--- src/logic/glm_pkg.sv ---
`default_nettype none

package glm_pkg;

    // *******************************************************************
    // word and line geometry
    // *******************************************************************
    localparam int data_width = 32;
    localparam int frac_bits = 16;
    localparam int words_per_line = 4;
    localparam int line_width = data_width * words_per_line;
    localparam int pos_bits = 2;
    localparam int mem_addr_width = 8;
    localparam int index_width = 16;
    localparam int grad_addr_width = 16;

    // gradient fifo sizing
    localparam int grad_fifo_depth = 8;
    localparam int grad_fifo_margin = 4;

    // fixed latencies of the arithmetic units
    localparam int sub_latency = 2;
    localparam int mult_latency = 3;
    localparam int l1_latency = 2;

    typedef enum logic
    {
        algo_sgd,
        algo_scd
    } glm_algo_t;

    typedef enum logic [1:0]
    {
        state_idle,
        state_sgd_main,
        state_scd_main
    } modify_state_t;

endpackage

`default_nettype wire

--- src/logic/fix_mult.sv ---
`timescale 1ns/1ps
`default_nettype none

module fix_mult
    import glm_pkg::*;
(
    input  logic                  clk,
    input  logic                  reset,
    input  logic                  in_valid,
    input  logic [data_width-1:0] in_a,
    input  logic [data_width-1:0] in_b,
    output logic                  out_valid,
    output logic [data_width-1:0] result
);
    logic [data_width-1:0]          a_q;
    logic [data_width-1:0]          b_q;
    logic signed [2*data_width-1:0] product;
    logic [mult_latency-1:0]        valid_pipe;

    // operand register, full signed product, then q16.16 truncation
    always_ff @(posedge clk)
    begin
        a_q <= in_a;
        b_q <= in_b;
        product <= $signed(a_q) * $signed(b_q);
        // same bits as an arithmetic shift by frac_bits
        result <= product[frac_bits +: data_width];
    end

    always_ff @(posedge clk)
    begin
        if (reset)
            valid_pipe <= '0;
        else
            valid_pipe <= {valid_pipe[mult_latency-2:0], in_valid};
    end

    assign out_valid = valid_pipe[mult_latency-1];

    // every result comes out exactly mult_latency cycles after its operands
    assert property (@(posedge clk) disable iff (reset)
        in_valid |-> ##mult_latency out_valid);
    assert property (@(posedge clk) disable iff (reset)
        out_valid |-> $past(in_valid, mult_latency));

endmodule

`default_nettype wire

--- config.mk ---
export PLATFORM = sky130hd
export DESIGN_NAME = fix_mult
export DESIGN_NICKNAME = d
export VERILOG_FILES = /design/src/logic/glm_pkg.sv /design/src/logic/fix_mult.sv
export SDC_FILE = /design/constraint.sdc
export NUM_CORES = 2
export LEC_CHECK = 0
export ABC_AREA = 1
export BUFFER_PORTS_ARGS = -buffer_cell sky130_fd_sc_hd__buf_4
export CORE_ASPECT_RATIO = 1.2
export CORE_MARGIN = 2
export CORE_UTILIZATION = 60
export DETAILED_ROUTE_END_ITERATION = 7
export PLACE_DENSITY = 0.81
export SLEW_MARGIN = 0
export SYNTH_ARGS = -nofsm -noshare
export SYNTH_HDL_FRONTEND = slang
export SYNTH_SLANG_ARGS = --single-unit
--- constraint.sdc ---
create_clock -name clk -period 7.33 [get_ports clk]
set_input_delay 0 -clock clk [delete_from_list [all_inputs] [get_ports clk]]
set_output_delay 0 -clock clk [all_outputs]
set_load 0.02 [all_outputs]
Word level (Yosys, flattened, before mapping)
Cells that the tools add are included.

cells by class
  multiply operators = 1

operators with widths
  cell            number
  $mul 32x32->48  1

word-level totals
  register bits = 147
  output and inout port bits = 33
  input bits = 67
  word-level logic and storage cells = 6

Logic depth before layout (Yosys ltp)
  word-level depth = 1
  gate-level depth with buffers = 36
  depth with buffers taken out = 34

Least setup slack after synthesis
OpenSTA, ideal clock, no wires.

  kind = register to register
  start point = reg a_q[31]
  end point = reg product[40]
  stages on the path, launching flop included = 25
  setup slack = 0.834 ns
  clock period less this slack = 6.496 ns
  library setup time = 0.072 ns
  buffers on the path = 2
  required time = 7.258 ns
  arrival = 6.424 ns
  cells stage by stage = dfxtp_1 -> buf_2 -> clkbuf_1 -> nand2_1 -> inv_1 -> fa_1 -> fa_1 -> fa_1 -> inv_1 -> fa_1 -> inv_1 -> fa_1 -> fa_1 -> fa_1 -> inv_1 -> fa_1 -> inv_1 -> ha_1 -> nand2_1 -> nor2_1 -> nand2_1 -> nor4_1 -> o21ai_0 -> nand3_1 -> xor2_1

on the way
  cells in the longest elaborated chain, start to end = 1

ends and longest elaborated chain
  what                      RTL line        RTL
  start: declaration        fix_mult.sv:15  logic [data_width-1:0] a_q;
  start signal: assignment  fix_mult.sv:23  a_q <= in_a;
  $mul 32x32->48            fix_mult.sv:25  product <= $signed(a_q) * $signed(b_q);
  end signal: assignment    fix_mult.sv:25
  end: declaration          fix_mult.sv:17  logic signed [2*data_width-1:0] product;

Every way passes these cells.
A chain may end at the register's enable or synchronous reset.

Final worst setup path
  start point = reg b_q[1]
  end point = reg product[47]

on the way
  cells in the longest elaborated chain, start to end = 1

ends and longest elaborated chain
  what                      RTL line        RTL
  start: declaration        fix_mult.sv:16  logic [data_width-1:0] b_q;
  start signal: assignment  fix_mult.sv:24  b_q <= in_b;
  $mul 32x32->48            fix_mult.sv:25

Every way passes these cells.

==> metrics <==
Compound-Gate Fraction of Synth Area 0.0217; non-filler cells, final 4974; Hold Vio Cnt, Final 0; H-tree level count 4; maximum net fanout on the critical path 7; Mean Syn Cell Area 8.09 µm²; post-route antenna net violation count 0; largest net degree at the start of global routing 34; crit-path max cell delay 0.67 ns; initial antenna violation count 2; asr flop ratio synth 0; Post-synth top flop dfxtp_1; sequential cell area 2640 µm²; wire length per cell 18.8 µm; Pins Over Slew Limit 0; Slowest-stage cell, CP fa_2; DR pass1 iterations 8; die height 262 µm; Clock transition at path regs 0.09 ns; most frequent cells in the layout inv_1 (1358), nand2_1 (1095), fa_1 (833), buf_4 (194), ha_1 (163); fin nets 5308; routed wire length 93500 µm; row cnt 94; synthesis-to-layout area growth 10.8%; Multi-input gate area 24800 µm²; CTS root buffer clkbuf_16; Die X 219 µm; skew final 0.0306 ns; Cell Area, Synth 33300 µm²; max_cap viols 0; cell area after layout 36800 µm²; combinational family with the most area after synthesis adder cells; Max Fclk 0.140 GHz; Total GRT Usage 0.356; Inst Count DP 4869; post-synthesis mux area share 0; Ports 100; WS Path Type register to register; Fillers 4380; Synth area leader fa_1; HP Class primary input to register; hpwl dp 74500 µm; Residual DRC 0; Vias 26400; Adder-Cell Fraction of Synth Area 0.566; Worst-Skew Late Latency 0.52 ns; FF+latch count, synth 131; post-synthesis sequential area ratio 0.0789; DR vias/cell 5.31; post-layout min period 7.16 ns; crit path DAT 7.56 ns; IO Port Bufs 99; worst-margin pin slew 0.861 ns; most frequent CP cell fa_1; GRT overflow 0; Num CTS Buffers 17; GP Congestion 0.954; Required @ worst endpoint 7.73 ns; number of synthesized flops with an enable pin 0; Initial Util 0.607; unrepaired setup endpoints after global routing true; clock buffer depth 2; CTS Sinks 131; crit path capture type register; Hold WS 0.129 ns; Syn. warnings 0; share of cells above drive strength 1 0.0698; die area 57300 µm²; initial detailed-routing violation count 1738; largest cells by area after synthesis fa_1 (50%), inv_1 (15%), nand2_1 (12%); status finished clean; CTS tree built; Finish-stage setup viols 0; xor/xnor share of the synthesized area 0.00869; Synth Area in Simple Gates 0.150; fin crit share 0.977; commonest non-fill, non-tap cell in the layout inv_1; vias in the first global route 29900; Post-Synthesis Cells 4111; startpoint types register; Synth top area share 0.505; Syn Nets 5179; DP Area 35400 µm²; Rel. slew slack 0.425; global-route wire length before repair 152000 µm; Cell variety after synth 36; CORE AREA 54800 µm²
-- state kept, by name (all words and copies together), names as in the netlist --
signal	flops
a_q	32
b_q	32
valid_pipe	3
product	32
result	32
-- final timing paths --
path / startpoint / end / slack, ns / cells past startpoint
setup / recovery: b_q[1] / product[47] / 0.17 / 26
hold / removal: in_b[10] / b_q[10] / 0.13 / 2
setup reg to reg: b_q[1] / product[47] / 0.17 / 26
hold reg to reg: product[34] / result[18] / 0.32 / 0
-- layout make-up --
type / instances / share of cell area
Clock inverter: 14 / 0.00588
Tap cell: 720 / 0.0245
Clock buffer: 18 / 0.0117
Sequential cell: 131 / 0.0715
Timing Repair inverter: 1 / 0.000204
Inverter: 1362 / 0.139
Timing Repair Buffer: 290 / 0.0728
Antenna cell: 1 / 0.0000679
Multi-Input combinational cell: 2437 / 0.674
-- kinds of logic (layout without fill, tap and decap cells) --
family / count (synthesis) / count (layout)
buffers and inverters: 1543 / 1685
and+or+nand+nor: 1277 / 1277
xor gates and xnor gates: 33 / 33
adders and majority gates: 1001 / 1001
AOI/OAI and AO/OA: 126 / 126
DFF: 131 / 131
other: 0 / 1
-- worst max-delay path, delay by kind of cell, from the launching register on --
kind            cells  cell delay [ns]
compound gates      3             0.66
fa+ha+maj           9             4.29
buf+inv             7             0.74
flops               1             0.62
simple gates        7             0.74
-- per-stage QoR --
stage	utilization	setup TNS, ns	setup slack, ns
finish	0.672	0	0.170
global route	0.672	-0.0670	-0.0670
CTS	0.670	0	0.0196
detailed placement	0.646	-0.0268	-0.0268
global placement	0.646	0	0.0206
floorplan	-	0	0.834
-- what timing repair did --
item,CTS,global route
hold buffers,66,0
gates cloned,0,1
setup buffers,0,5
setup endpoints to repair,1,12
resized for setup,2,24
hold endpoints to repair,67,0
-- metal layers --
| metal | up-vias | wire [µm] | track usage |
|---|---|---|---|
| met5 | - | 11 | 0 |
| met4 | 2 | 10000 | 0.315 |
| met3 | 541 | 6350 | 0.0648 |
| met2 | 1304 | 47900 | 0.626 |
| met1 | 13100 | 29200 | 0.365 |
| li1 | 11500 | - | - |
-- synthesized netlist by cell type, types with 7 or more instances --
cell      number
nand2_1     1095
nor3_1        10
inv_1       1360
a31oi_1        8
a21o_1         7
ha_1         163
xnor2_1        8
buf_2         15
a21oi_1       53
clkbuf_1     151
o21a_1         9
nor2_1        85
nand4_1       11
or2_2          8
buf_1         13
fa_1         838
dfxtp_1      131
o21ai_0       30
nand3_1       43
xor2_1        25
Power is left out: the tool's default activity adds up to more than one toggle a clock period on the data nets, which glitch-free logic cannot reach.
