File: config.mk
export PLATFORM = sky130hd
export DESIGN_NAME = l1_shrink
export DESIGN_NICKNAME = d
export VERILOG_FILES = /design/src/logic/glm_pkg.sv /design/src/logic/l1_shrink.sv
export SDC_FILE = /design/constraint.sdc
export NUM_CORES = 1
export LEC_CHECK = 0
export ABC_AREA = 1
export BUFFER_PORTS_ARGS = -buffer_cell sky130_fd_sc_hd__buf_2
export CAP_MARGIN = 20
export CORE_MARGIN = 2
export CORE_UTILIZATION = 45
export CTS_CLUSTER_DIAMETER = 30
export CTS_CLUSTER_SIZE = 40
export DETAILED_ROUTE_END_ITERATION = 7
export PLACE_DENSITY = 0.65
export SYNTH_ARGS = -nofsm -noshare
export SYNTH_HDL_FRONTEND = slang
export SYNTH_SLANG_ARGS = --single-unit
File: constraint.sdc
create_clock -name clk -period 6.6 [get_ports clk]
set_input_delay 1.32 -clock clk [delete_from_list [all_inputs] [get_ports clk]]
set_output_delay 1.32 -clock clk [all_outputs]
set_load 0.02 [all_outputs]
File: src/logic/glm_pkg.sv
`default_nettype none

package glm_pkg;

    // *******************************************************************
    // word and line geometry
    // *******************************************************************
    localparam int data_width = 32;
    localparam int frac_bits = 16;
    localparam int words_per_line = 4;
    localparam int line_width = data_width * words_per_line;
    localparam int pos_bits = 2;
    localparam int mem_addr_width = 8;
    localparam int index_width = 16;
    localparam int grad_addr_width = 16;

    // gradient fifo sizing
    localparam int grad_fifo_depth = 8;
    localparam int grad_fifo_margin = 4;

    // fixed latencies of the arithmetic units
    localparam int sub_latency = 2;
    localparam int mult_latency = 3;
    localparam int l1_latency = 2;

    typedef enum logic
    {
        algo_sgd,
        algo_scd
    } glm_algo_t;

    typedef enum logic [1:0]
    {
        state_idle,
        state_sgd_main,
        state_scd_main
    } modify_state_t;

endpackage

`default_nettype wire

File: src/logic/l1_shrink.sv
`timescale 1ns/1ps
`default_nettype none

module l1_shrink
    import glm_pkg::*;
(
    input  logic                  clk,
    input  logic                  reset,
    input  logic                  in_valid,
    input  logic [data_width-1:0] model,
    input  logic [data_width-1:0] step,
    input  logic [data_width-1:0] lambda,
    output logic                  out_valid,
    output logic [data_width-1:0] out_step
);
    logic [data_width-1:0] step_q;
    logic [data_width-1:0] lambda_q;
    logic                  model_neg;
    logic                  model_zero;
    logic [l1_latency-1:0] valid_pipe;

    // stage one classifies the sign of the model word
    always_ff @(posedge clk)
    begin
        step_q <= step;
        lambda_q <= lambda;
        model_neg <= model[data_width-1];
        model_zero <= (model == '0);
    end

    // stage two pushes the step away from zero by lambda,
    // so that model - out_step shrinks toward zero
    always_ff @(posedge clk)
    begin
        if (model_zero)
            out_step <= step_q;
        else if (model_neg)
            out_step <= step_q - lambda_q;
        else
            out_step <= step_q + lambda_q;
    end

    always_ff @(posedge clk)
    begin
        if (reset)
            valid_pipe <= '0;
        else
            valid_pipe <= {valid_pipe[l1_latency-2:0], in_valid};
    end

    assign out_valid = valid_pipe[l1_latency-1];

endmodule

`default_nettype wire

# Word level (Yosys, flattened, before mapping)
# Cells that the tools add are included.
# Widths: inputs -> output; s select.
# classes
n_addsub	2
mux	2
n_reduce_logical	1
# op_table
cell	count
$mux 32	2
$add 32x32->32	1
$logic_not 32->1	1
$sub 32x32->32	1
# totals
ff_bits	100
in_bits	99
output_inout_bits	33
word_cells	11

# Logic depth before layout (Yosys ltp)
# depth
depth_word	3
depth_mapped	22
mapped_depth_nobuf	22

# Worst setup path after synthesis
# No wires, ideal clock.
# synth_path
path_kind	register to register
start	register lambda_q[0]
end	register out_step[25]
setup_time_ps	113
arrival_time_ps	2393
slack_ps	4094
stages_incl_launch_ff	20
path_cell_list	dfxtp_1 -> inv_1 -> ha_1 -> nand4_4 -> nor2_4 -> nand2_4 -> nor2_2 -> nand2_2 -> o211ai_1 -> nand2_1 -> ha_1 -> nand2_1 -> nor2_1 -> and3_1 -> and2_1 -> nand2_1 -> nand2_1 -> nand2_1 -> nand3_1 -> nand2_1
# synth_via
elab_chain_cells	3
elab_cells_between_ends	4
# synth_rtl
item	line	text
start, declared	l1_shrink.sv:17	logic [data_width-1:0] lambda_q;
start signal, assigned	l1_shrink.sv:26	lambda_q <= lambda;
$add 32x32->32 / $sub 32x32->32 (equally long branches)	l1_shrink.sv:40, l1_shrink.sv:38	
$mux 32 (*)	l1_shrink.sv:37	else if (model_neg)
$mux 32 (*)	l1_shrink.sv:35	if (model_zero)
end signal, assigned	l1_shrink.sv:36	out_step <= step_q;
end signal, assigned	l1_shrink.sv:38	out_step <= step_q - lambda_q;
end signal, assigned	l1_shrink.sv:40	out_step <= step_q + lambda_q;
end, declared	l1_shrink.sv:14	output logic [data_width-1:0] out_step
# Mark *: on every way between the ends. The rest lies on a longest branch, timed or not.
# A chain may end at the register's enable or synchronous reset.

# Worst setup path in the final report
# layout_path
start	register model_neg
end	register out_step[28]
# layout_via
elab_chain_cells	2
# layout_rtl
item	line	text
start, declared	l1_shrink.sv:18	logic model_neg;
start signal, assigned	l1_shrink.sv:27	model_neg <= model[data_width-1];
$mux 32	l1_shrink.sv:37	
$mux 32	l1_shrink.sv:35	
# No other way between the ends.

==> run summary <==
TNS Setup -> 0 ns
WL/cell -> 12.5 µm
Fillcell total -> 1385
Num CTS Buffers -> 9
Req. time, crit path -> 6.85 ns
Fraction of registers with async set/reset -> 0
Clock H-tree levels -> 3
Die Area -> 14100 µm²
Initial core utilization -> 0.465
Placement Rows -> 41
Max clock buf depth -> 2
Mapped cell area -> 5910 µm²
Post-synth EDFFs -> 0
Worst rel slew slack -> 0.382
Register area share after synthesis -> 0.339
Worst setup SP type -> register
Area Overhead vs Synth -> 18.8%
Post-Place Cell Area -> 6740 µm²
Lkg Pwr -> 3.87 nW
Antenna cells -> 0
Nets -> 1169
Library cells used by synthesis -> 39
Multi-input logic area -> 3290 µm²
Share of cells above drive strength 1 -> 0.176
Most common cell after layout, fill and taps aside -> nand2_1
Max-cap violations -> 0
Min Hold Slack -> 0.412 ns
Initial antenna violation count -> 0
Die span in y -> 119 µm
Synth Instances -> 904
Buffers on Ports -> 131
Fin Clk Skew -> 0.0118 ns
HP Class -> register to register
Die W -> 119 µm
Peak supply drop -> 0.000215 V
Post-CTS setup buffer count -> 0
CTS clk-pin slew, worst paths -> 0.07 ns
Worst slew pin tran -> 0.926 ns
Gates resized, CTS repair -> 0
Via Count -> 5702
Worst-path fanout max -> 22
Fin area -> 7020 µm²
Gpl congestion -> 0.903
Final Power -> 1.76 mW
Ys Warns -> 0
Register Area -> 2000 µm²
Largest net degree at the start of global routing -> 43
Syn Nets -> 1036
Pwr Density -> 250 nW/µm²
Critical Path Sink Type -> register
RSZ-0062 raised after global routing -> no
Global-route wire length before repair -> 25000 µm
Final Max Slew Viols -> 0
Period utilization -> 0.512
Io pins -> 132
Max Clock Freq -> 0.296 GHz
Worst skew pair latency -> 0.36 ns
CTS sink count -> 100
Pre-antenna DRT Iters -> 5
DR iter-0 viols -> 303
TritonCTS clock tree -> yes
Crit Path Class -> register to register
Synthesized flop and latch total -> 100
DRC Markers -> 0
WP data arrival -> 3.63 ns
Final hold vios -> 0
Final core occ -> 0.552
DP HPWL -> 12500 µm
Hold_buf cts -> 0
WL final -> 15100 µm
Vias in the first global route -> 5417
CTS Root Cell -> clkbuf_16
Main synth FF type -> dfxtp_1
Minimum clock period -> 3.38 ns
Synth Area per Inst -> 6.54 µm²
Vias per cell -> 4.70
Endpoints failing setup -> 0
Grt ovf -> 0
Gr usage total -> 0.224
Most frequent cells in the layout -> nand2_1, inv_1, buf_2
Status -> finished, final reports clean
Core Area -> 12700 µm²
Post-DRT Antenna Nets -> 0
## registers in the layout, indices dropped and copies added (netlist names)
register	count
lambda_q	32
model_neg	1
model_zero	1
out_step	32
step_q	32
valid_pipe	2
## worst max-delay path, cell delays in order, from the launching register on
cell	delay, ns
dfxtp_1	0.64
inv_1	0.46
nand2_2	0.25
o21ai_0	0.14
xor2_1	0.19
inv_1	0.06
ha_1	0.36
nand2_1	0.09
inv_1	0.07
nand2_1	0.10
nor3_1	0.35
and2_1	0.19
nand2_1	0.09
nand2_1	0.09
nand2_1	0.05
nand3_1	0.06
nand2_1	0.06
## metrics by stage
step           std cells  setup slack [ns]
2_1_floorplan        904              4.09
3_3_place_gp        1198              3.34
6_report            1213              3.22
4_1_cts             1213              3.23
5_1_grt             1213              2.94
3_5_place_dp        1198              3.25
## cell type report
| class | count | area share |
|---|---|---|
| flip-flops and latches | 100 | 0.285 |
| well taps | 172 | 0.0307 |
| repair buffers | 132 | 0.0945 |
| multi-input cells | 641 | 0.468 |
| clock inverters | 6 | 0.00784 |
| inverters | 153 | 0.0818 |
| clock buffers | 9 | 0.0321 |
## power by group
group          switching [mW]  internal [mW]
Clock                   0.239          0.261
Sequential             0.0324          0.679
Combinational           0.349          0.197
Total                   0.620           1.14
## synthesized netlist by cell type, types with 2 or more instances
library cell / n / area (µm²)
a31oi_1: 2 / 12.5
or2_2: 3 / 18.8
nand4_1: 15 / 93.8
or2_1: 2 / 12.5
clkbuf_1: 6 / 22.5
buf_2: 3 / 15.0
dfxtp_1: 100 / 2000
nor4_1: 8 / 50.1
nand2_2: 11 / 68.8
nand3_2: 3 / 30.0
o21ai_1: 6 / 30.0
nor2_1: 76 / 285
nor3_1: 7 / 35.0
nor2_2: 9 / 56.3
nor2_4: 4 / 45.0
and2_1: 4 / 25.0
xor2_1: 24 / 210
and3_1: 2 / 12.5
nand3_1: 56 / 280
nand2_4: 2 / 22.5
o21ai_0: 14 / 70.1
inv_1: 152 / 571
nand2_1: 312 / 1170
ha_1: 32 / 400
a21oi_1: 25 / 125
xnor2_1: 11 / 96.3
nand3b_1: 3 / 22.5
## final timing paths
path	startpoint	endpoint	slack [ns]	cells past startpoint
worst max register to register	model_neg	out_step[28]	3.22	16
worst max-delay path	model_neg	out_step[28]	3.22	16
worst min-delay path	valid_pipe[0]	valid_pipe[1]	0.41	2
worst min register to register	valid_pipe[0]	valid_pipe[1]	0.41	2
## routing by layer
| layer | up-vias | part of all wire | GRT usage |
|---|---|---|---|
| met5 | - | 0 | 0 |
| met4 | 0 | 0.027 | 0.0856 |
| met3 | 20 | 0.057 | 0.0405 |
| met2 | 171 | 0.45 | 0.362 |
| met1 | 2464 | 0.47 | 0.296 |
| li1 | 3047 | - | - |
## cell families (layout without fill, tap and decap cells)
kind of cell / after synthesis / after routing / share of synthesized area
XOR/XNOR: 35 / 35 / 0.0519
flip-flops: 100 / 100 / 0.339
AO/OA/AOI/OAI: 53 / 53 / 0.0493
buffers and inverters: 163 / 300 / 0.105
AND/OR/NAND/NOR: 520 / 520 / 0.384
adder cells (fa/ha/maj): 33 / 33 / 0.0711
Power figures use the tool's default switching activity.
