[src/logic/glm_pkg.sv]
`default_nettype none

package glm_pkg;

    // *******************************************************************
    // word and line geometry
    // *******************************************************************
    localparam int data_width = 32;
    localparam int frac_bits = 16;
    localparam int words_per_line = 4;
    localparam int line_width = data_width * words_per_line;
    localparam int pos_bits = 2;
    localparam int mem_addr_width = 8;
    localparam int index_width = 16;
    localparam int grad_addr_width = 16;

    // gradient fifo sizing
    localparam int grad_fifo_depth = 8;
    localparam int grad_fifo_margin = 4;

    // fixed latencies of the arithmetic units
    localparam int sub_latency = 2;
    localparam int mult_latency = 3;
    localparam int l1_latency = 2;

    typedef enum logic
    {
        algo_sgd,
        algo_scd
    } glm_algo_t;

    typedef enum logic [1:0]
    {
        state_idle,
        state_sgd_main,
        state_scd_main
    } modify_state_t;

endpackage

`default_nettype wire

[src/logic/fix_sub.sv]
`timescale 1ns/1ps
`default_nettype none

module fix_sub
    import glm_pkg::*;
(
    input  logic                  clk,
    input  logic                  reset,
    input  logic                  in_valid,
    input  logic [data_width-1:0] in_a,
    input  logic [data_width-1:0] in_b,
    output logic                  out_valid,
    output logic [data_width-1:0] result
);
    logic [data_width-1:0]  a_q;
    logic [data_width-1:0]  b_q;
    logic [sub_latency-1:0] valid_pipe;

    // operand stage, then difference stage (wraps at 32 bits)
    always_ff @(posedge clk)
    begin
        a_q <= in_a;
        b_q <= in_b;
        result <= a_q - b_q;
    end

    always_ff @(posedge clk)
    begin
        if (reset)
            valid_pipe <= '0;
        else
            valid_pipe <= {valid_pipe[sub_latency-2:0], in_valid};
    end

    assign out_valid = valid_pipe[sub_latency-1];

endmodule

`default_nettype wire

[config.mk]
export PLATFORM = sky130hd
export DESIGN_NAME = fix_sub
export DESIGN_NICKNAME = d
export VERILOG_FILES = /design/src/logic/glm_pkg.sv /design/src/logic/fix_sub.sv
export SDC_FILE = /design/constraint.sdc
export NUM_CORES = 1
export LEC_CHECK = 0
export BUFFER_PORTS_ARGS = -buffer_cell sky130_fd_sc_hd__buf_2
export CELL_PAD_IN_SITES_DETAIL_PLACEMENT = 1
export CELL_PAD_IN_SITES_GLOBAL_PLACEMENT = 1
export CORE_MARGIN = 4
export CORE_UTILIZATION = 36
export CTS_CLUSTER_SIZE = 30
export DETAILED_ROUTE_END_ITERATION = 16
export GPL_TIMING_DRIVEN = 0
export PLACE_DENSITY_LB_ADDON = 0.1
export SLEW_MARGIN = 10
export SYNTH_ARGS = -nofsm -noshare
export SYNTH_HDL_FRONTEND = slang
export SYNTH_SLANG_ARGS = --single-unit
[constraint.sdc]
create_clock -name clk -period 2.3 [get_ports clk]
set_input_delay 0.115 -clock clk [delete_from_list [all_inputs] [get_ports clk]]
set_output_delay 0.115 -clock clk [all_outputs]
set_load 0.005 [all_outputs]
# ---- After elaboration in Yosys (flattened, before gate mapping)
# Index checks and enable logic that the tools add are counted.
dict set report totals {
  in_bits 67
  ramBits 0
  n_memories 0
  mem_bits_ro 0
  elab_cells 5
  ff_bits 98
  latch_bits 0
}
dict set report classes {
  n_lt_le_gt_ge 0
  n_addsub 1
  eq_ne 0
  n_bitwise 0
  reduce_logical 0
  muxes 0
  shift 0
  mul 0
  div 0
}
# op count
set ops {}
lappend ops {{32-bit subtractor} 1}

# ---- Logic depth before layout (Yosys ltp)
dict set report logic_depth {
  depth_word 1
  ltp_mapped 10
  mapped_depth_nobuf 10
}

# ---- Worst setup path after synthesis
# No wires, ideal clock.
dict set report synth_path {
  path_kind {reg-to-reg}
  from {register b_q[11]}
  to {register result[28]}
  arrival_ps 2095
  synth_period_minus_slack_ps 2222
  path_stages_with_launch 10
  slack_ps 78
  setup_time_ps 127
  path_cell_list {dfxtp_1 > inv_1 > ha_1 > a21o_1 > a21o_1 > a221o_1 > a31o_4 > a2111oi_4 > o31ai_2 > xor2_1}
}
dict set report synth_via {
  elab_chain_len 1
}
# item line
set synth_rtl {}
lappend synth_rtl {{from (decl)} fix_sub.sv:16} ;# logic [data_width-1:0] b_q;
lappend synth_rtl {{from (signal assigned)} fix_sub.sv:23} ;# b_q <= in_b;
lappend synth_rtl {{32-bit subtractor} fix_sub.sv:24} ;# result <= a_q - b_q;
lappend synth_rtl {{to (signal assigned)} fix_sub.sv:24}
lappend synth_rtl {{to (decl)} fix_sub.sv:13} ;# output logic [data_width-1:0] result
# Every way passes these cells.
# A chain may end at the register's enable or synchronous reset.

# ---- Worst setup path after layout
# Same ends and word-level chain as after synthesis.

==> impl_metrics.env <==
export IMPL_use_met2_pct=29.65
export IMPL_stdcell_area_um2=5693
export IMPL_grt_use_met1_pct=20.40
export IMPL_end_kind="register"
export IMPL_critical_path_buf_inv_count=2
export IMPL_die_area_um2=12340
export IMPL_diodes=0
export IMPL_cp_cell_sequence="inv_2 > ha_4 > buf_12 > nand2_1 > nor2_1 > a221o_1 > a31o_4 > a2111oi_4 > o31ai_2 > xor2_1"
export IMPL_hp_start="in_b[30]"
export IMPL_antenna_left=0
export IMPL_crit_slowest_cell="a221o_1"
export IMPL_synth_top_area_share_pct=51.28
export IMPL_tns_ns=0
export IMPL_finalCritPeriodShare_pct=99.75
export IMPL_cp_data_required_time_ns=2.56
export IMPL_grt_overflow_total=0
export IMPL_p_leak_uw=0.002620
export IMPL_drt_wl_total_um=10690
export IMPL_postLayoutCoreUtil_pct=55.14
export IMPL_powerDensity_nw_per_um2=683.0
export IMPL_ctsLongestPathBuffers=2
export IMPL_coreArea_um2=10320
export IMPL_synth_edff_count=0
export IMPL_ys_ff_latch=98
export IMPL_num_fill_cells=1155
export IMPL_regArea_um2=1966
export IMPL_grt_usage_pct=17.55
export IMPL_nNetsFinal=662
export IMPL_numCtsBuffers=9
export IMPL_drtPass1Iterations=4
export IMPL_grt_busiest_layer="met2"
export IMPL_yosysSeqAreaShare_pct=51.28
export IMPL_cts_tree="yes"
export IMPL_slew_headroom_pct=72.79
export IMPL_rr_startpoint="b_q[11]$_DFF_P_"
export IMPL_finalHoldViolCount=0
export IMPL_placed_cell_area_um2=4492
export IMPL_ys_types=50
export IMPL_rsz0062_at_grt="yes"
export IMPL_use_met3_pct=5.622
export IMPL_multiInputGateArea_um2=1921
export IMPL_hp_class="input pin to register"
export IMPL_rows=37
export IMPL_synth_area_per_cell_um2=10.26
export IMPL_dpl_hpwl_um=6819
export IMPL_max_slew_worst_pin_slew_ns=0.4063
export IMPL_cp_slowest_stage_delay_ns=0.36
export IMPL_drcViolationCount=0
export IMPL_fin_total_pwr_uw=3888
export IMPL_max_vdd_ir_drop_mv=0.4223
export IMPL_grt_pass1_wl_um=17380
export IMPL_ys_top_cells_by_area="dfxtp_1 (51%), ha_1 (10%), xnor2_1 (3.9%)"
export IMPL_grt_max_degree=16
export IMPL_layout_drive_gt1_share_pct=31.34
export IMPL_synth_most_common_cell="dfxtp_1"
export IMPL_synth_top_area_cell="dfxtp_1"
export IMPL_cts_sinks=98
export IMPL_die_h_um=111.1
export IMPL_synth_nets=472
export IMPL_syn_cell_area_um2=3826
export IMPL_fin_crit_ns=2.294
export IMPL_routedWlPerCell_um=15.18
export IMPL_port_buffers=99
export IMPL_synthTopCellsByCount="dfxtp_1 (98), inv_1 (39), ha_1 (31)"
export IMPL_async_reset_ff_share_pct=0
export IMPL_finalClockSkew_ns=0.009084
export IMPL_synthCells=373
export IMPL_clkTransAtPathRegs_ns=0.09
export IMPL_area_growth_pct=48.79
export IMPL_fmax_mhz=435.9
export IMPL_via_count=3275
export IMPL_critPathLaunchType="register"
export IMPL_gp_congestion=0.8112
export IMPL_crit_fanout=4
export IMPL_htree_levels=3
export IMPL_root_buffer="clkbuf_8"
export IMPL_cp_arrival_ns=2.55
export IMPL_slew_viol_final=0
export IMPL_worstSkewPairLatency_ns=0.37
export IMPL_synth_ff_type="dfxtp_1"
export IMPL_io_pins=100
export IMPL_crit_family="compound AO/OA/AOI/OAI gates"
export IMPL_antenna_found_initial=0
export IMPL_grt_pass1_vias=3604
export IMPL_fp_dieW_um=111.1
export IMPL_maxCapViolations=0
export IMPL_startpoint="b_q[11]$_DFF_P_"
export IMPL_setup_violations_final=0
export IMPL_synth_warnings=0
export IMPL_worst_setup_path_type="register to register"
export IMPL_status="finished clean"
export IMPL_initial_core_util_pct=37.06
export IMPL_vias_per_cell=4.652
export IMPL_drtIter0Drc=65
==> worst register-to-register path, stage by stage (launching register included) <==
cell,delay [ns]
dfxtp_2,0.33
inv_2,0.04
ha_4,0.25
buf_12,0.13
nand2_1,0.09
nor2_1,0.09
a221o_1,0.36
a31o_4,0.25
a2111oi_4,0.34
o31ai_2,0.13
xor2_1,0.17
==> placed cells by master (no fill, tap or decap), types with 2 or more instances in the layout <==
master / count
o21a_1: 5
buf_2: 99
nand2_1: 19
a31oi_1: 3
a31o_4: 2
a21o_1: 10
inv_1: 37
and2_1: 2
ha_4: 9
xnor2_1: 17
clkinv_2: 3
clkbuf_8: 10
o2111ai_1: 2
dlygate4sd3_1: 66
xor2_1: 10
dfxtp_2: 3
nor2_1: 18
o21ai_1: 4
o31ai_2: 2
ha_1: 19
nor2b_1: 5
o21ai_0: 10
nor3_1: 3
nand4_1: 8
buf_4: 14
a21oi_2: 7
clkinvlp_4: 2
inv_2: 2
dfxtp_1: 95
ha_2: 3
a21oi_1: 21
o21bai_1: 6
clkbuf_1: 8
nand2_2: 4
nand2b_1: 4
and3_1: 3
o21ai_2: 3
a2111oi_4: 2
==> state kept, by name, indices dropped and copies added, names as in the netlist <==
register    flops
a_q            32
b_q            32
result         32
valid_pipe      2
==> report_power, final <==
group | leakage, uW | switching [uW] | internal (uW) | total, uW
sequential | 0.000827 | 55.0 | 1880 | 1940
combinational | 0.00171 | 471 | 500 | 970
clock | 0.0000851 | 561 | 417 | 978
==> layout make-up <==
cell class / instances / share of cell area, %
flip-flops and latches: 98 / 34.53
multi-input cells: 227 / 33.74
repair buffers: 180 / 22.51
well taps: 136 / 2.989
inverters: 39 / 2.571
clock buffers: 11 / 2.484
plain buffers: 8 / 0.6593
clock inverters: 5 / 0.5275
==> final timing paths <==
kind,endpoint,slack (ns),cells after the start
setup / recovery,result[28]$_DFF_P_,0.006,10
setup reg to reg,result[28]$_DFF_P_,0.006,10
hold reg to reg,valid_pipe[1]$_SDFF_PP0_,0.47,1
hold / removal,b_q[30]$_DFF_P_,0.37,2
==> stage by stage <==
stage / hold slack [ns] / cells / worst slack, ns
after floorplan: 0.1427 / 373 / 0.07754
after global placement: 0.2172 / 608 / -0.09518
after detailed placement: 0.2188 / 608 / -0.1132
after CTS: 0.3401 / 692 / -0.001771
after global routing: 0.3493 / 704 / -0.1244
final: 0.3690 / 704 / 0.005663
==> cell families (layout without fill, tap and decap cells) <==
family                     count (synthesis)  in the layout  synth area share (%)
adders and majority gates                 32             32                 10.66
DFF                                       98             98                 51.28
buffers and inverters                     48            243                 4.742
and+or+nand+nor                           70             70                 8.731
xor gates and xnor gates                  27             27                 6.180
AOI/OAI and AO/OA                         98             98                 18.41
==> what timing repair did <==
| item | 4_1_cts | 5_1_grt |
|---|---|---|
| hold buffers | 66 | 0 |
| endpoints found under the setup margin | 9 | 11 |
| buffers inserted | 2 | 13 |
| gates resized for setup | 17 | 34 |
| pin swaps | 7 | 21 |
| hold endpoints to repair | 66 | 0 |
==> metal layers <==
layer  routed length, um  share of wire, %  vias up
li1                    -                 -     1657
met1                4617                43     1511
met2                5263                49       86
met3                 506               4.7       21
met4                 302               2.8        0
met5                   0                 0        -
Power figures use the tool's default switching activity.
