[src/logic/glm_pkg.sv]
`default_nettype none

package glm_pkg;

    // *******************************************************************
    // word and line geometry
    // *******************************************************************
    localparam int data_width = 32;
    localparam int frac_bits = 16;
    localparam int words_per_line = 4;
    localparam int line_width = data_width * words_per_line;
    localparam int pos_bits = 2;
    localparam int mem_addr_width = 8;
    localparam int index_width = 16;
    localparam int grad_addr_width = 16;

    // gradient fifo sizing
    localparam int grad_fifo_depth = 8;
    localparam int grad_fifo_margin = 4;

    // fixed latencies of the arithmetic units
    localparam int sub_latency = 2;
    localparam int mult_latency = 3;
    localparam int l1_latency = 2;

    typedef enum logic
    {
        algo_sgd,
        algo_scd
    } glm_algo_t;

    typedef enum logic [1:0]
    {
        state_idle,
        state_sgd_main,
        state_scd_main
    } modify_state_t;

endpackage

`default_nettype wire

[src/logic/gradient_writer.sv]
`timescale 1ns/1ps
`default_nettype none

module gradient_writer
    import glm_pkg::*;
(
    input  logic                       clk,
    input  logic                       reset,
    input  logic                       start,
    input  logic [grad_addr_width-1:0] grad_base,
    input  logic                       push,
    input  logic [data_width-1:0]      push_data,
    input  logic                       grad_full,
    output logic                       almost_full,
    output logic                       grad_we,
    output logic [grad_addr_width-1:0] grad_waddr,
    output logic [data_width-1:0]      grad_wdata
);
    logic [data_width-1:0]              fifo_mem [grad_fifo_depth];
    logic [$clog2(grad_fifo_depth)-1:0] wr_ptr;
    logic [$clog2(grad_fifo_depth)-1:0] rd_ptr;
    logic [$clog2(grad_fifo_depth):0]   count;
    logic                               pop;

    // head of the fifo goes straight to the region port
    assign pop = (count != '0) && !grad_full;
    assign grad_we = pop;
    assign grad_wdata = fifo_mem[rd_ptr];
    assign almost_full = (count >= grad_fifo_depth - grad_fifo_margin);

    always_ff @(posedge clk)
    begin
        if (push)
            fifo_mem[wr_ptr] <= push_data;
    end

    always_ff @(posedge clk)
    begin
        if (reset)
        begin
            wr_ptr <= '0;
            rd_ptr <= '0;
            count <= '0;
        end
        else
        begin
            if (push)
                wr_ptr <= wr_ptr + 1'b1;
            if (pop)
                rd_ptr <= rd_ptr + 1'b1;
            if (push && !pop)
                count <= count + 1'b1;
            else if (pop && !push)
                count <= count - 1'b1;
        end
    end

    // consecutive addresses from grad_base
    always_ff @(posedge clk)
    begin
        if (start)
            grad_waddr <= grad_base;
        else if (pop)
            grad_waddr <= grad_waddr + 1'b1;
    end

    // issue throttling upstream must keep the fifo from filling up
    assert property (@(posedge clk) disable iff (reset)
        push |-> (count != grad_fifo_depth));

endmodule

`default_nettype wire

[config.mk]
export PLATFORM = sky130hd
export DESIGN_NAME = gradient_writer
export DESIGN_NICKNAME = d
export VERILOG_FILES = /design/src/logic/glm_pkg.sv /design/src/logic/gradient_writer.sv
export SDC_FILE = /design/constraint.sdc
export NUM_CORES = 1
export LEC_CHECK = 0
export ABC_AREA = 1
export BUFFER_PORTS_ARGS = -buffer_cell sky130_fd_sc_hd__clkbuf_2
export CAP_MARGIN = 20
export CORE_MARGIN = 2
export CORE_UTILIZATION = 53
export CTS_CLUSTER_SIZE = 16
export DETAILED_ROUTE_END_ITERATION = 16
export HOLD_SLACK_MARGIN = 0.1
export PLACE_DENSITY = 0.75
export SETUP_SLACK_MARGIN = 0.1
export SKIP_LAST_GASP = 1
export SLEW_MARGIN = 20
export SYNTH_ARGS = -nofsm -noshare
export SYNTH_HDL_FRONTEND = slang
export SYNTH_SLANG_ARGS = --single-unit
[constraint.sdc]
create_clock -name clk -period 2.5 [get_ports clk]
set_input_delay 0.5 -clock clk [delete_from_list [all_inputs] [get_ports clk]]
set_output_delay 0.5 -clock clk [all_outputs]
set_load 0.05 [all_outputs]
* Word level (Yosys, flattened, before mapping)
Memory sizes are Yosys's and may differ from the RTL's. A register that Yosys moved wholly into a read port is not among the register bits. Cells that the tools add are included.
Cells by class: add/sub/neg operators 5, multipliers 0, div/mod/pow operators 0, magnitude comparators 1, eq/ne operators 0, shift-type cells 0, mux-type cells 8, bitwise logic cells 0, reduce and logical (&&, ||, !) cells 9
Operators by type and width (count):
- 16-bit two-way mux | 2
- 16-bit by 1-bit adder with 16-bit output, second input constant | 1
- 4-bit two-way mux | 2
- 3-bit by 1-bit adder with 3-bit output, second input constant | 2
- 3-bit two-way mux | 2
- 4-bit by 1-bit adder with 4-bit output, second input constant | 1
- 4-bit by 3-bit >= comparator with 1-bit output, second input constant | 1
- 2-bit nonzero test | 2
- 4-bit nonzero test | 1
- 4-bit by 1-bit subtractor with 4-bit output, second input constant | 1
- 1-bit logical AND | 3
- 1-bit logical NOT | 3
- 1-bit two-way mux | 2
Word-level totals: register bits 26, bits in latches 0, bits in writable memories 256, bits in read-only memories 0, input port bits 53, output and inout bits 50, word-level logic and storage cells 28, memories 1
Memories:
- fifo_mem | depth 8, bits a word 32, rd ports 1, clocked after memory_dff 1, write ports 1, RTL line gradient_writer.sv:19 | logic [data_width-1:0] fifo_mem [grad_fifo_depth];

* Longest topological paths before layout
Gate-level depths: netlist of the first run.
depth after elaboration 5, gate-level depth with buffers 13

* Least setup slack after synthesis of the first run
No wires, ideal clock.
path type input port to flip-flop, start input port push, end memory fifo_mem[0][0], enable pin, arrival 2.224 ns, setup slack -0.145 ns, cell stages on the path 3, path buffers 0, cells stage by stage inv_1 -> or2_2 -> nor2_1
On the way: cells in the longest elaborated chain, start to end 2
Ends and longest elaborated chain:
- from (decl) | RTL line gradient_writer.sv:11 | input logic push,
- 1-bit two-way mux | RTL line gradient_writer.sv:33 | if (push)
- 1-bit two-way mux (implied by the code) | RTL line gradient_writer.sv:34 | fifo_mem[wr_ptr] <= push_data;
- to (decl) | RTL line gradient_writer.sv:19
No other way between the ends.

==> run_results.csv, run 1 <==
group,metric,value,unit
route,vias,7990,
route,via_per_inst,5.83,
clock_tree,htree_levels,1,
sta,rsz0062_at_grt,"yes",
power,pwr_density_cell,1080,nW/µm²
status,outcome,"finished clean",
global_route,grt.total_usage,23.2,%
cells_and_area,diodes,0,
cells_and_area,synthToLayoutAreaGrowth,23.3,%
sta,finalClockSkew,0.0130,ns
sta,worst_slew_margin_rel,73.0,%
sta,finalHoldViolations,0,
placed_design,post_dp_cell_area,12500,µm²
sta,layout_min_cycle_time,2.44,ns
sta,final-setup-viol-count,0,
clock_tree,clock_path_buffers,3,
global_route,grt_pass1_vias,7684,
logic_synthesis,ys_seq_area_share,72.9,%
logic_synthesis,netlist_area,11600,µm²
clock_tree,cts_buffers,27,
route,drt_wl_total,27700,µm
global_route,grt_pass1_wl,40900,µm
sta,fin_crit_sh,97.8,%
sta,max_freq,409,MHz
sta,worst_pin_slew,0.404,ns
cells_and_area,final_area,14200,µm²
route,drtPass1Iterations,5,
sta,hold-worst-slack,0.229,ns
global_route,grt_max_degree,38,
floorplan,row_count,54,
clock_tree,clkSinkCount,285,
floorplan,die_h,152,µm
clock_tree,clk_pin_slew,0.06,ns
logic_synthesis,synth_edf_count,272,
floorplan,io_pins,103,
logic_synthesis,async_reset_ff_share,0,%
critical_path,start_kind,"flop",
logic_synthesis,syn_avg_cell_area,12.2,µm²
global_route,grt_overflow,0,
route,drt_iter0_drc,738,
route,ant_nets,0,
clock_tree,clk_latency,0.52,ns
run,maxCapViolations,0,
placed_design,portBuffers,102,
clock_tree,cts-root-buf,"clkbuf_16",
critical_path,critPathMaxFanout,7,
floorplan,start_util,53.4,%
route,post_drt_wl_per_cell,20.2,µm
sta,slew_violations,0,
critical_path,endpoint_kind,"output pin",
logic_synthesis,ys_seq_elements,285,
logic_synthesis,yosys_warnings,0,
sta,setup_ws,0.0560,ns
logic_synthesis,synthCells,950,
worst_hold_path,worstHoldPathType,"input pin to flop",
power,p_leak,0.00524,µW
critical_path,cp.arrival,1.94,ns
clock_tree,cts_tree,"built",
placed_design,dp_hpwl,14000,µm
placed_design,pre_cts_ws,0.417,ns
cells_and_area,final_cell_mix,"edfxtp_1, nand2_1, nor2_1",
cells_and_area,nets,1137,
floorplan,die-area,23000,µm²
power,irDropWorstVdd,0.000750,V
placed_design,gp_congestion,0.828,
floorplan,core_area,21600,µm²
critical_path,path_class,"flop to output pin",
logic_synthesis,synth_flop_cell,"edfxtp_1",
power,total_power,15400,µW
cells_and_area,final_common_cell,"edfxtp_1",
cells_and_area,drive_above_1_share,23.1,%
global_route,antenna_found_initial,0,
logic_synthesis,synth.distinct_cells,28,
floorplan,fp.dieW,152,µm
route,drc,0,
logic_synthesis,syn_nets,1010,
critical_path,required,2.00,ns
worst paths after layout:
path	from	endpoint	slack (ns)	depth (start not counted)
max reg2reg	count[0]$_SDFFE_PP0P_	count[3]$_SDFFE_PP0P_	0.50	11
min	reset	wr_ptr[0]$_SDFFE_PP0P_	0.23	2
min reg2reg	wr_ptr[0]$_SDFFE_PP0P_	wr_ptr[0]$_SDFFE_PP0P_	0.51	2
max	flop	grad_wdata[9]	0.06	8
state kept, by name (all words and copies together) (netlist names), named ones only:
register and count:
wr_ptr 3, grad_waddr 16, count 4, rd_ptr 3, fifo_mem 256
critical path, stage by stage (launching register included):
cell and delay (ns):
dfxtp_4 0.42, buf_6 0.15, buf_12 0.14, buf_16 0.14, nor2_2 0.05, o22ai_1 0.17
nand2_1 0.11, nand2_2 0.09, buf_8 0.14
logic make-up (layout without fill, tap and decap cells):
kind of cell    count (synthesis)  after routing  synth area share [%]
simple gates                  352            352                  11.8
flops                         285            285                  72.9
compound gates                218            218                  10.2
buf+inv                        82            223                  3.80
fa+ha+maj                       7              7                 0.823
xor+xnor                        6              6                 0.455
cells in the mapped netlist, types with 4 or more instances:
| cell type | count | share of area (%) |
|---|---|---|
| nand3_1 | 19 | 0.82 |
| o21ai_1 | 59 | 2.6 |
| buf_6 | 14 | 1.4 |
| dfxtp_1 | 13 | 2.3 |
| o22ai_1 | 64 | 3.5 |
| inv_1 | 29 | 0.94 |
| buf_4 | 5 | 0.32 |
| a21oi_1 | 10 | 0.43 |
| nor2_1 | 159 | 5.2 |
| ha_1 | 6 | 0.65 |
| nand2_1 | 167 | 5.4 |
| clkbuf_1 | 22 | 0.71 |
| o21ai_0 | 81 | 3.5 |
| edfxtp_1 | 272 | 71 |
| buf_1 | 4 | 0.13 |
cell type report:
| type | count | area (µm²) |
|---|---|---|
| flip-flops and latches | 285 | 8430 |
| fillers | 1476 | 7370 |
| multi-input cells | 583 | 2940 |
| repair buffers | 149 | 1610 |
| well taps | 280 | 350 |
| clock inverters | 12 | 106 |
| inverters | 31 | 129 |
| clock buffers | 31 | 691 |
layer usage:
metal | up-vias | global-route usage (%) | part of all wire (%)
met5 | - | 0 | 0
met4 | 0 | 6.99 | 2.3
met3 | 57 | 3.53 | 8.7
met2 | 407 | 39.1 | 50
met1 | 3863 | 31.7 | 39
li1 | 3663 | - | -
through the flow:
step           utilization (%)  TNS (ns)  instances
3_5_place_dp              57.8         0       1310
3_3_place_gp              57.8         0       1310
5_1_grt                   65.9   -0.0205       1371
2_1_floorplan                -    -18.55        950
4_1_cts                   64.3         0       1367
6_report                  65.9         0       1371
where the power goes:
group | internal (µW) | leakage, µW | switching (µW)
registers | 5480 | 0.00260 | 174
logic | 2240 | 0.00225 | 3680
clock network | 2160 | 0.000389 | 1630
total | 9880 | 0.00524 | 5490
timing repair:
action                                  4_1_cts  5_1_grt
endpoints found under the setup margin       32       32
buffers inserted                              6        0
cloned                                        8        4
hold buffers                                  0        0
pin swaps                                     3       69
resized for setup                            83      113
(Power assumes the default switching activity.)
==> inputs of run 2 (changes only) <==
CORE_UTILIZATION = 45   (was 53)
PLACE_DENSITY = 0.65   (was 0.75)
==> run_results.csv, run 2 (synthesized netlist as in run 1, its figures left out) <==
group,metric,value,unit
sta,finalHoldViolations,0,
cells_and_area,nets,1143,
global_route,grt_pass1_vias,7683,
placed_design,dp_cells,1356,
route,via_per_inst,5.42,
placed_design,portBuffers,102,
run,maxCapViolations,0,
sta,max_freq,399,MHz
power,internal-power,10300,µW
cells_and_area,largest_reg_flops,256,
global_route,grt_max_degree,33,
worst_hold_path,worstHoldPathType,"input pin to flop",
placed_design,gp_congestion,0.822,
placed_design,post_dp_cell_area,12600,µm²
clock_tree,clock_path_buffers,3,
clock_tree,cts_tree,"built",
clock_tree,postCtsHoldBufs,0,
route,drc,0,
placed_design,dp_hpwl,14000,µm
global_route,grt_pass1_wl,43200,µm
floorplan,io_pins,103,
cells_and_area,drive_above_1_share,22.6,%
power,p_leak,0.00540,µW
power,p_sw_share,35.4,%
route,drt_iter0_drc,706,
sta,setup_ws,-0.00427,ns
cells_and_area,final_cell_mix,"edfxtp_1, nand2_1, nor2_1",
floorplan,row_count,58,
power,switchingPower,5640,µW
status,violations,"negative setup slack",
critical_path,endpoint_kind,"output pin",
status,outcome,"finished, violations left",
sta,slew_violations,0,
worst_hold_path,holdPathStages,2,
clock_tree,clk_pin_slew,0.06,ns
global_route,antenna_found_initial,1,
floorplan,die-area,27000,µm²
critical_path,required,2.00,ns
clock_tree,cts-root-buf,"clkbuf_16",
route,drtPass1Iterations,5,
route,ant_nets,0,
floorplan,start_util,45.9,%
clock_tree,clk_latency,0.55,ns
route,drt_wl_total,28500,µm
critical_path,critPathMaxFanout,8,
sta,rsz0062_at_grt,"yes",
critical_path,reg2reg_depth,11,
global_route,grt.total_usage,21.1,%
power,combinationalPowerShare,38.3,%
cells_and_area,stdcell_count,1437,
sta,fin_crit_sh,100,%
cells_and_area,final_common_cell,"edfxtp_1",
sta,layout_min_cycle_time,2.50,ns
critical_path,path_class,"flop to output pin",
cells_and_area,final_area,14600,µm²
cells_and_area,largest_register,"fifo_mem",
critical_path,start_kind,"flop",
sta,finalClockSkew,0.0190,ns
floorplan,fp.dieW,164,µm
clock_tree,htree_levels,1,
power,irDropWorstVdd,0.000758,V
route,vias,7788,
global_route,grt_overflow,0,
power,pwr_density_cell,1090,nW/µm²
cells_and_area,synthToLayoutAreaGrowth,26.6,%
sta,worst_pin_slew,0.457,ns
power,pwr-share-clk,26.3,%
sta,worst_slew_margin_rel,69.5,%
power,p_seq_share,35.4,%
floorplan,die_h,164,µm
critical_path,cp.arrival,2.00,ns
cells_and_area,top_regs,"fifo_mem x256, grad_waddr x16, count x4",
route,post_drt_wl_per_cell,19.8,µm
clock_tree,clkSinkCount,285,
clock_tree,cts_buffers,29,
floorplan,core_area,25200,µm²
sta,final-setup-viol-count,1,
-- run 2: changes by cell type in the layout (fill, tap and decap cells not counted), sizes merged --
cell	before	now
clkbuf	107	121
buf	73	64
clkinv	10	14
inv	30	33
clkinvlp	1	3
bufinv	2	3
diode	0	1
-- run 2: path summary, 6_finish.rpt --
kind	start	endpoint	slack [ns]
setup reg to reg	count[0]$_SDFFE_PP0P_	count[3]$_SDFFE_PP0P_	0.54
hold reg to reg	wr_ptr[0]$_SDFFE_PP0P_	wr_ptr[0]$_SDFFE_PP0P_	0.50
setup / recovery	flop	grad_wdata[6]	-0.004
hold / removal	reset	wr_ptr[0]$_SDFFE_PP0P_	0.19
-- run 2: layer usage --
metal,share of wire [%],up-vias,global-route usage (%)
met5,0,-,0
met4,2.4,0,5.42
met3,7.4,50,3.94
met2,48,310,35.3
met1,42,3730,28.6
li1,-,3698,-
-- run 2: cell type report --
cell class / count / area, µm²
Sequential cell: 285 / 8440
Timing Repair Buffer: 152 / 1800
Clock inverter: 21 / 181
Antenna cell: 1 / 2.50
Timing Repair inverter: 1 / 11.3
Multi-Input combinational cell: 583 / 2900
Fill cell: 1923 / 10600
Clock buffer: 33 / 741
Tap cell: 330 / 413
Inverter: 31 / 140
-- run 2: repair_timing --
action / CTS / global route
resized for setup: 117 / 51
setup buffers: 9 / 1
pin swaps: 16 / 23
gates cloned: 13 / 3
setup endpoints to repair: 32 / 32
-- run 2: metrics by stage --
stage	total power, µW	util (%)	setup TNS (ns)	hold WS, ns	setup WS (ns)
global route	16700	58.1	-0.399	0.194	-0.0723
floorplan	9040	-	-18.55	0.463	-0.145
CTS	15700	57.2	0	0.163	0.0135
detailed placement	10100	49.9	0	0.503	0.371
global placement	10100	49.9	0	0.484	0.407
finish	16000	58.1	-0.00427	0.185	-0.00427
-- run 2: worst max-delay path: stages, from the launching register on --
cell and delay [ns]:
dfxtp_4 0.39, buf_12 0.14, inv_16 0.05, buf_12 0.14, buf_16 0.14, o21ai_1 0.16
o22ai_2 0.09, nand2_1 0.09, nand2_1 0.08, buf_8 0.15
-- run 2: power groups by stage --
stage | Sequential [µW] | Clock [µW] | Combinational [µW]
2_1_floorplan | 5920 | 0 | 3130
3_3_place_gp | 5740 | 0 | 4320
3_5_place_dp | 5750 | 0 | 4380
4_1_cts | 5660 | 4260 | 5800
5_1_grt | 5680 | 4450 | 6520
6_report | 5660 | 4190 | 6120
